==> config.mk <==
export PLATFORM = sky130hd
export DESIGN_NAME = mem_filter_top
export DESIGN_NICKNAME = d
export VERILOG_FILES = /design/src/source/mem_filter_pkg.sv /design/src/source/record_window.sv /design/src/source/group_break_detect.sv /design/src/source/emit_sequencer.sv /design/src/source/mem_filter_top.sv
export VERILOG_INCLUDE_DIRS = /design/src /design/src/source
export SDC_FILE = /design/constraint.sdc
export NUM_CORES = 1
export LEC_CHECK = 0
export ABC_AREA = 0
export BUFFER_PORTS_ARGS = -buffer_cell sky130_fd_sc_hd__buf_2
export CAP_MARGIN = 20
export CORE_MARGIN = 4
export CORE_UTILIZATION = 54
export DETAILED_ROUTE_END_ITERATION = 8
export HOLD_SLACK_MARGIN = 0.15
export PLACE_DENSITY = 0.86
export SETUP_SLACK_MARGIN = 0.2
export SLEW_MARGIN = 20
export SYNTH_ARGS = -nofsm -noshare
export SYNTH_HDL_FRONTEND = slang
export SYNTH_HIERARCHICAL = 1
export SYNTH_SLANG_ARGS = --single-unit
==> constraint.sdc <==
create_clock -name clk -period 4.7 [get_ports clk]
set_input_delay 0.94 -clock clk [delete_from_list [all_inputs] [get_ports clk]]
set_output_delay 0.94 -clock clk [all_outputs]
set_load 0.01 [all_outputs]
==> src/source/mem_filter_defs.svh <==
// seed record filter parameters
// group size, window depth and record field widths

`ifndef MEM_FILTER_DEFS_SVH
`define MEM_FILTER_DEFS_SVH

// records emitted per group
`define MF_GRP_SIZE 3

// window depth, one extra slot for the record that breaks the group
`define MF_ROWS (`MF_GRP_SIZE + 1)

// slot index width, covers 0 .. MF_ROWS-1
`define MF_CNT_W $clog2(`MF_ROWS)

// query and reference position width
`define MF_POS_W 32

// seed score width
`define MF_SCORE_W 32

`endif

==> src/source/mem_filter_pkg.sv <==
// seed record filter types
// one record and one decoded window read

`include "mem_filter_defs.svh"

package mem_filter_pkg;

    // one seed, i = query pos, j = reference pos, s = score
    typedef struct packed {
        logic [`MF_POS_W-1:0]   i;
        logic [`MF_POS_W-1:0]   j;
        logic [`MF_SCORE_W-1:0] s;
    } work_mem_t;

    // window read port result
    // empty set when the slot score is zero
    typedef struct packed {
        work_mem_t rec;
        logic      empty;
    } slot_t;

endpackage

==> src/source/record_window.sv <==
// record window for the seed filter
// shift history of the last MF_ROWS records with group clear and indexed read

`timescale 1ns/1ps
`include "mem_filter_defs.svh"

module record_window (
    input  logic                      clk,
    input  logic                      rst,
    input  logic                      accept,
    input  logic                      restart,
    input  logic                      clear_group,
    input  mem_filter_pkg::work_mem_t in_rec,
    input  logic [`MF_CNT_W-1:0]      rd_idx,
    output mem_filter_pkg::slot_t     rd_slot
);

    // slot 0 newest, slot MF_ROWS-1 oldest
    mem_filter_pkg::work_mem_t slots [`MF_ROWS];

    // new record enters slot 0 and older slots move up on accept
    // group slots are zeroed after a group has gone out
    always_ff @(posedge clk) begin
        if (rst || restart) begin
            for (int k = 0; k < `MF_ROWS; k++) begin
                slots[k] <= '0;
            end
        end else if (accept) begin
            slots[0] <= in_rec;
            for (int k = 1; k < `MF_ROWS; k++) begin
                slots[k] <= slots[k-1];
            end
        end else if (clear_group) begin
            // slot 0 stays as the start of the next group
            for (int k = 1; k < `MF_ROWS; k++) begin
                slots[k] <= '0;
            end
        end
    end

    // indexed read
    // zero score means nothing stored there
    always_comb begin
        rd_slot.rec   = slots[rd_idx];
        rd_slot.empty = (slots[rd_idx].s == '0);
    end

endmodule

==> src/source/group_break_detect.sv <==
// group boundary detector for the seed filter
// flags a record whose i and j both differ from the previous record

`timescale 1ns/1ps
`include "mem_filter_defs.svh"

module group_break_detect (
    input  logic                      clk,
    input  logic                      rst,
    input  logic                      accept,
    input  logic                      restart,
    input  mem_filter_pkg::work_mem_t in_rec,
    output logic                      group_break
);

    // key of the last accepted record
    logic [`MF_POS_W-1:0] last_i;
    logic [`MF_POS_W-1:0] last_j;

    // both coordinates have to move for a new group
    logic key_moved;

    assign key_moved = (in_rec.i != last_i) && (in_rec.j != last_j);

    // key register, zero key at the start of every run
    always_ff @(posedge clk) begin
        if (rst || restart) begin
            last_i <= '0;
            last_j <= '0;
        end else if (accept) begin
            last_i <= in_rec.i;
            last_j <= in_rec.j;
        end
    end

    // registered at acceptance
    // holds until the next accept, read by the sequencer in judge
    always_ff @(posedge clk) begin
        if (rst || restart) begin
            group_break <= 1'b0;
        end else if (accept) begin
            group_break <= key_moved;
        end
    end

endmodule

==> src/source/emit_sequencer.sv <==
// emission sequencer for the seed filter
// FSM for input acceptance, group output, window clear, flush and finish

`timescale 1ns/1ps
`include "mem_filter_defs.svh"

module emit_sequencer (
    input  logic                      clk,
    input  logic                      rst,
    input  logic                      start,
    input  logic                      stop,
    input  logic                      group_break,
    input  mem_filter_pkg::slot_t     rd_slot,
    output logic                      in_ready,
    output logic                      accept,
    output logic                      restart,
    output logic                      clear_group,
    output logic [`MF_CNT_W-1:0]      rd_idx,
    output mem_filter_pkg::work_mem_t out_rec,
    output logic                      out_valid,
    input  logic                      out_ready,
    output logic                      finish,
    output logic                      busy,
    input  logic                      in_valid
);

    localparam logic [2:0] st_idle   = 3'd0;
    localparam logic [2:0] st_wait   = 3'd1;
    localparam logic [2:0] st_judge  = 3'd2;
    localparam logic [2:0] st_output = 3'd3;
    localparam logic [2:0] st_clear  = 3'd4;
    localparam logic [2:0] st_flush  = 3'd5;

    // group output walks oldest slot down to 1, flush walks MF_ROWS-2 down to 0
    localparam logic [`MF_CNT_W-1:0] idx_out_first   = `MF_ROWS - 1;
    localparam logic [`MF_CNT_W-1:0] idx_out_last    = 1;
    localparam logic [`MF_CNT_W-1:0] idx_flush_first = `MF_ROWS - 2;
    localparam logic [`MF_CNT_W-1:0] idx_flush_last  = 0;

    logic [2:0] state;
    logic [2:0] nxt_state;
    logic       stop_latched;
    logic       emitting;
    logic       slot_done;
    logic       go_flush;

    // handshakes and strobes to the window
    assign in_ready    = (state == st_wait);
    assign accept      = in_ready && in_valid;
    assign restart     = (state == st_idle) && start;
    assign clear_group = (state == st_clear);
    assign busy        = (state != st_idle);

    // current slot goes straight to the output
    // window is frozen while emitting so out_rec holds under back-pressure
    assign emitting  = (state == st_output) || (state == st_flush);
    assign out_rec   = rd_slot.rec;
    assign out_valid = emitting && !rd_slot.empty;

    // empty slot costs one cycle, full slot waits for its handshake
    assign slot_done = rd_slot.empty || out_ready;

    // flush only when no record is taken this cycle
    assign go_flush = (state == st_wait) && !accept && stop_latched;

    // stop request latch
    always_ff @(posedge clk) begin
        if (rst) begin
            stop_latched <= 1'b0;
        end else if (go_flush) begin
            stop_latched <= 1'b0;
        end else if (stop) begin
            stop_latched <= 1'b1;
        end
    end

    always_ff @(posedge clk) begin
        if (rst) begin
            state <= st_idle;
        end else begin
            state <= nxt_state;
        end
    end

    always_comb begin
        nxt_state = state;
        case (state)
            st_idle: begin
                if (start) begin
                    nxt_state = st_wait;
                end
            end
            st_wait: begin
                if (accept) begin
                    nxt_state = st_judge;
                end else if (stop_latched) begin
                    nxt_state = st_flush;
                end
            end
            // group_break valid here, one cycle after acceptance
            st_judge: begin
                if (group_break) begin
                    nxt_state = st_output;
                end else begin
                    nxt_state = st_wait;
                end
            end
            st_output: begin
                if (slot_done && rd_idx == idx_out_last) begin
                    nxt_state = st_clear;
                end
            end
            st_clear: begin
                nxt_state = st_wait;
            end
            st_flush: begin
                if (slot_done && rd_idx == idx_flush_last) begin
                    nxt_state = st_idle;
                end
            end
            default: begin
                nxt_state = st_idle;
            end
        endcase
    end

    // slot counter
    always_ff @(posedge clk) begin
        if (rst) begin
            rd_idx <= '0;
        end else if (state == st_judge && group_break) begin
            rd_idx <= idx_out_first;
        end else if (go_flush) begin
            rd_idx <= idx_flush_first;
        end else if (emitting && slot_done && rd_idx != '0) begin
            rd_idx <= rd_idx - 1'b1;
        end
    end

    // one cycle pulse after the last flush slot
    always_ff @(posedge clk) begin
        if (rst) begin
            finish <= 1'b0;
        end else begin
            finish <= (state == st_flush) && slot_done && (rd_idx == idx_flush_last);
        end
    end

endmodule

==> src/source/mem_filter_top.sv <==
// seed record stream filter
// emits each finished group of window slots oldest first and flushes on stop

`timescale 1ns/1ps
`include "mem_filter_defs.svh"

module mem_filter_top (
    input  logic                      clk,
    input  logic                      rst,
    input  logic                      start,
    input  logic                      stop,
    input  mem_filter_pkg::work_mem_t in_rec,
    input  logic                      in_valid,
    output logic                      in_ready,
    output mem_filter_pkg::work_mem_t out_rec,
    output logic                      out_valid,
    input  logic                      out_ready,
    output logic                      finish,
    output logic                      busy
);

    logic                    accept;
    logic                    restart;
    logic                    clear_group;
    logic                    group_break;
    logic [`MF_CNT_W-1:0]    rd_idx;
    mem_filter_pkg::slot_t   rd_slot;

    // history of recent records
    record_window record_window_inst (
        .clk         (clk),
        .rst         (rst),
        .accept      (accept),
        .restart     (restart),
        .clear_group (clear_group),
        .in_rec      (in_rec),
        .rd_idx      (rd_idx),
        .rd_slot     (rd_slot)
    );

    // key compare in parallel with the window shift
    group_break_detect group_break_detect_inst (
        .clk         (clk),
        .rst         (rst),
        .accept      (accept),
        .restart     (restart),
        .in_rec      (in_rec),
        .group_break (group_break)
    );

    emit_sequencer emit_sequencer_inst (
        .clk         (clk),
        .rst         (rst),
        .start       (start),
        .stop        (stop),
        .group_break (group_break),
        .rd_slot     (rd_slot),
        .in_ready    (in_ready),
        .accept      (accept),
        .restart     (restart),
        .clear_group (clear_group),
        .rd_idx      (rd_idx),
        .out_rec     (out_rec),
        .out_valid   (out_valid),
        .out_ready   (out_ready),
        .finish      (finish),
        .busy        (busy),
        .in_valid    (in_valid)
    );

endmodule

After elaboration in Yosys (flattened, before gate mapping)
Memory sizes are Yosys's and may differ from the RTL's. A register that Yosys moved wholly into a read port is not among the register bits.
Cells that the tools add are included.

storage, ports and cells
  register bits = 72
  latch bits = 0
  memory bits (writable) = 384
  ROM bits = 0
  logic and storage cells = 82
  memories kept = 1

memory list
  memory                    words  width  rd ports  clocked after memory_dff  write ports  RTL line             text
  record_window_inst.slots  4      96     4         1                         4            record_window.sv:19  mem_filter_pkg::work_mem_t slots [`MF_ROWS];

cells by class
  add/subtract/negate cells = 1
  multipliers = 0
  divide/modulo/power cells = 0
  $lt $le $gt $ge = 0
  equality and inequality tests = 12
  shifts and indexed selects = 0
  multiplexer cells = 28
  bitwise logic cells = 7
  reductions and logical operators = 26

operator list
  kind                   count
  $mux W96               7
  $ne A32 B32 Y1         2
  $logic_not A32 Y1      1
  $pmux W3 S6            1
  $mux W3                5
  $logic_and A1 B1 Y1    13
  $mux W2                6
  $mux W1                9
  $or A1 B1 Y1           7
  $eq A3 B2 Y1 const B   2
  $eq A3 B3 Y1 const B   2
  $reduce_bool A3 Y1     2
  $ne A2 B2 Y1 const B   2
  $reduce_and A4 Y1      1
  $eq A3 B1 Y1 const B   1
  $logic_not A3 Y1       1
  $logic_or A1 B1 Y1     3
  $ne A3 B3 Y1 const B   1
  $eq A2 B1 Y1 const B   1
  $logic_not A1 Y1       2
  $logic_not A2 Y1       1
  $ne A2 B1 Y1 const B   1
  $reduce_bool A2 Y1     1
  $reduce_or A2 Y1       1
  $sub A2 B1 Y2 const B  1

Logic depth before layout (Yosys ltp)
  word-level depth = 9
  gate-level depth with buffers = 11
  mapped depth without buffers = 8

Modules after synthesis
The synthesis kept the hierarchy.

by module, submodules not included
  module              times used  cells each  area an instance (um^2)  sequential area each (um^2)
  record_window       1           1180        15740.1                  9609.2
  group_break_detect  1           298         2986.6                   1301.2
  emit_sequencer      1           156         1208.7                   140.1

Least setup slack after synthesis
OpenSTA, ideal clock, no wires.

  path kind = input port to flip-flop
  start point = input port start
  end point = memory record_window_inst/slots[2][0] (netlist name) (enable)
  setup time = 471 ps
  arrival time = 3712 ps
  data required time = 4229 ps
  slack = 516 ps
  cell stages on the path = 5
  buffers on the path = 1
  cells stage by stage = inv_1 > nor2_1 > nor3_2 > clkbuf_1 > nand2b_1

RTL lines
  what                RTL line              text
  start: declaration  mem_filter_top.sv:10  input logic start,
  end: declaration    record_window.sv:19

==> results.md <==
* # hold bufs at CTS at 0
* Placed Area at 20400 um^2
* FMAX at 242 MHz
* Ys flop type: dfxtp_1
* Post-CTS Setup Bufs at 0
* Vias per cell at 6.04
* Post-route cell area at 22000 um^2
* Clock Pin Slew Worst Setup and Hold Paths at 60 ps
* Final wirelength at 47000 um
* First-pass GRT wire length at 73800 um
* P_sw at 2.22 mW
* Register area share after synthesis at 55.4%
* Chip width at 200 um
* Hold WC Path Type: flop to flop
* Setup TNS Final at 0 ps
* Drt wl/cell at 21.5 um
* Fin. Hold Viols at 0
* Critical path arrival at 3190 ps
* CTS Root Buffer Type: clkbuf_16
* Worst Setup Start Kind: flop
* Met2 Use GR at 37.9%
* Synth area leaders: edfxtp_1 (29%), dfxtp_1 (27%), mux4_2 (9.7%)
* CP required at 3760 ps
* Critical setup path kind: flop to output port
* Share of total power in combinational logic at 10.0%
* Num rows at 70
* MaxCap Viol Count at 0
* Clock Power Share at 40.0%
* DIE AREA at 40100 um^2
* Status: completed
* Core area at 36500 um^2
* Mean post-synth cell area at 12.2 um^2
* Seq cells post-synth at 456
* GRT Max-Usage Layer: met2
* Area share of the leading cell type in the synthesized netlist at 28.9%
* PD cells at 413 nW/um^2
* Hold Path Cell Cnt at 2
* Total grt overflow at 0
* Critical path fanouts, max at 57
* Syn Nets at 1738
* HPWL after DPL at 28100 um
* Mapped cell area at 19900 um^2
* Net Sw Frac at 24.5%
* Layout cells sized above 1 at 22.5%
* Yosys cell types at 43
* Reg power frac at 50.1%
* Total number of vias at 13243
* FF+latch area at 11100 um^2
* Leak pwr at 8.74 nW
* Drt drc at 0
* TritonCTS clock tree: built
* TritonCTS buffer count at 47
* Yosys warns at 6
* First-pass detailed-route iteration total at 6
* Vias in the first global route at 13461
* Dpl ws at 642 ps
* Maximum VDD drop at 0.000361 V
* # nets final at 1783
* # placed instances at 2097
* Largest net degree at the start of global routing at 289
* Setup crit end kind: output port
* Slew @ Worst Pin at 1080 ps
* Clock skew at 13.0 ps
* Worst slew margin at 27.7%
* Final max-slew violation count at 0
* Fin Hold WS at 509 ps
* CTS resizes at 0
* Port Buffer Count at 201
* Die height at 200 um
* Drt initial violations at 1244
* Fin crit period at 4130 ps
* Area occupied by multi-input gates at 7610 um^2
* Post-synth EDFFs at 192
* Setup repair after global routing missed its margin: false
* Internal power at 6.85 mW
* Post-route clock period utilization at 87.9%
* CTS Buffer Depth at 3
* GR Util met3 at 4.39%
* Count of final setup violators at 0
* Initial Utilization at 54.6%
* Final cell count without fillers at 2191
* Fraction of registers with async set or reset after synthesis at 0%
* Worst r2r path cells at 7
* Clk Latency, worst-skew pair at 570 ps
* Cell accounting for the most synthesized area: edfxtp_1
* H-tree depth at 2
* P&R area growth vs syn at 10.3%
* Clk sinks at 456
* Post-Synthesis Cells at 1634
* Top Ports at 202
* Antenna-violating nets left at 0
* Gpl congestion at 0.799
* Initial antenna violation count at 9
* M1 GR Usage at 29.5%
* Gr usage total at 22.6%
* Final setup margin at 571 ps
* Fillers at 2807
[synth_stat cells (23+ instances only)]
cell type / number
buf_2: 23
mux4_2: 86
mux2i_1: 65
nor4_1: 24
nor2_1: 266
clkbuf_1: 80
dfxtp_1: 264
edfxtp_1: 192
xor2_1: 65
a22oi_1: 192
and2_1: 194
buf_4: 104
[through the flow]
step	utilization, %	power (mW)
final	60.2	9.07
after global routing	60.2	9.41
after CTS	60.1	9.15
after detailed placement	55.9	5.52
after global placement	55.9	5.48
after floorplan	-	5.28
[layout by cell type, fill, tap and decap left out, types with 2 or more instances in the layout]
cell type  Yosys  layout
buf_2         23     201
nor3_1         5       5
nand2_1        4       4
edfxtp_1     192     192
clkinv_2       0       9
nand4_1        7       7
dfxtp_1      264     262
clkbuf_1      80       9
mux4_2        86      86
buf_6          3       2
clkbuf_16      0      50
nor2_1       266     266
dfxtp_4        0       2
xor2_1        65      65
inv_1          6       5
and2_1       194     193
a22oi_1      192     192
buf_12         0       2
clkinv_1       0       9
buf_4        104      11
mux4_1        10      10
mux2i_1       65      65
a21oi_1        5       5
ha_1           2       2
diode_2        0       6
clkbuf_8       0       7
nand3b_1       3       3
nor4_1        24      24
[metal layers]
| metal | share of wire (%) | wire, um |
|---|---|---|
| met4 | 3.1 | 1470 |
| met3 | 6.8 | 3180 |
| met2 | 50 | 23600 |
| met5 | 0.055 | 26 |
| met1 | 40 | 18700 |
[worst max-delay path: stages (launching register included)]
cell	delay, ps
dfxtp_4	970
mux4_2	440
nor4_1	420
nand4_1	310
nor2_1	240
nor2_1	80
buf_2	150
[logic make-up (layout without fill, tap and decap cells)]
family	after synthesis	count (layout)	share of synthesized area (%)
adder cells (fa/ha/maj)	2	2	0.126
AO/OA/AOI/OAI	205	205	7.71
AND/OR/NAND/NOR	518	518	13.0
buffers and inverters	227	310	6.55
multiplexers	161	161	14.3
XOR/XNOR	65	65	2.86
other	0	6	0
flip-flops	456	456	55.4
[power by group through the flow]
stage	Clock, mW	Combinational [mW]	Sequential (mW)
floorplan	0	0.717	4.56
global placement	0	0.885	4.60
CTS	3.70	0.910	4.54
detailed placement	0	0.905	4.62
finish	3.62	0.904	4.54
global route	3.87	0.972	4.57
[worst paths after layout]
| kind | startpoint | endpoint | slack (ps) |
|---|---|---|---|
| worst max-delay path | emit_sequencer_inst/rd_idx[0] | out_valid | 570 |
| worst min-delay path | record_window_inst/slots[3][14] | record_window_inst/slots[3][14] | 510 |
| worst max register to register | emit_sequencer_inst/state[0] | record_window_inst/slots[1][3] | 1120 |
| worst min register to register | record_window_inst/slots[3][14] | record_window_inst/slots[3][14] | 510 |
[registers in the layout, indices dropped and copies added (netlist names)]
| name | cells |
|---|---|
| record_window_inst/slots | 384 |
| group_break_detect_inst/last_j | 32 |
| emit_sequencer_inst/finish | 1 |
| group_break_detect_inst/last_i | 32 |
| group_break_detect_inst/group_break | 1 |
| emit_sequencer_inst/rd_idx | 2 |
| emit_sequencer_inst/stop_latched | 1 |
| emit_sequencer_inst/state | 3 |
[area by class of cell]
cell class	count	area share, %
timing repair buffer	217	5.36
tap	468	2.66
sequential	456	50.3
clock inverter	21	0.609
antenna	6	0.0683
multi-input combinational	951	34.6
clock buffer	66	6.28
inverter	6	0.114
(Power assumes the default switching activity.)
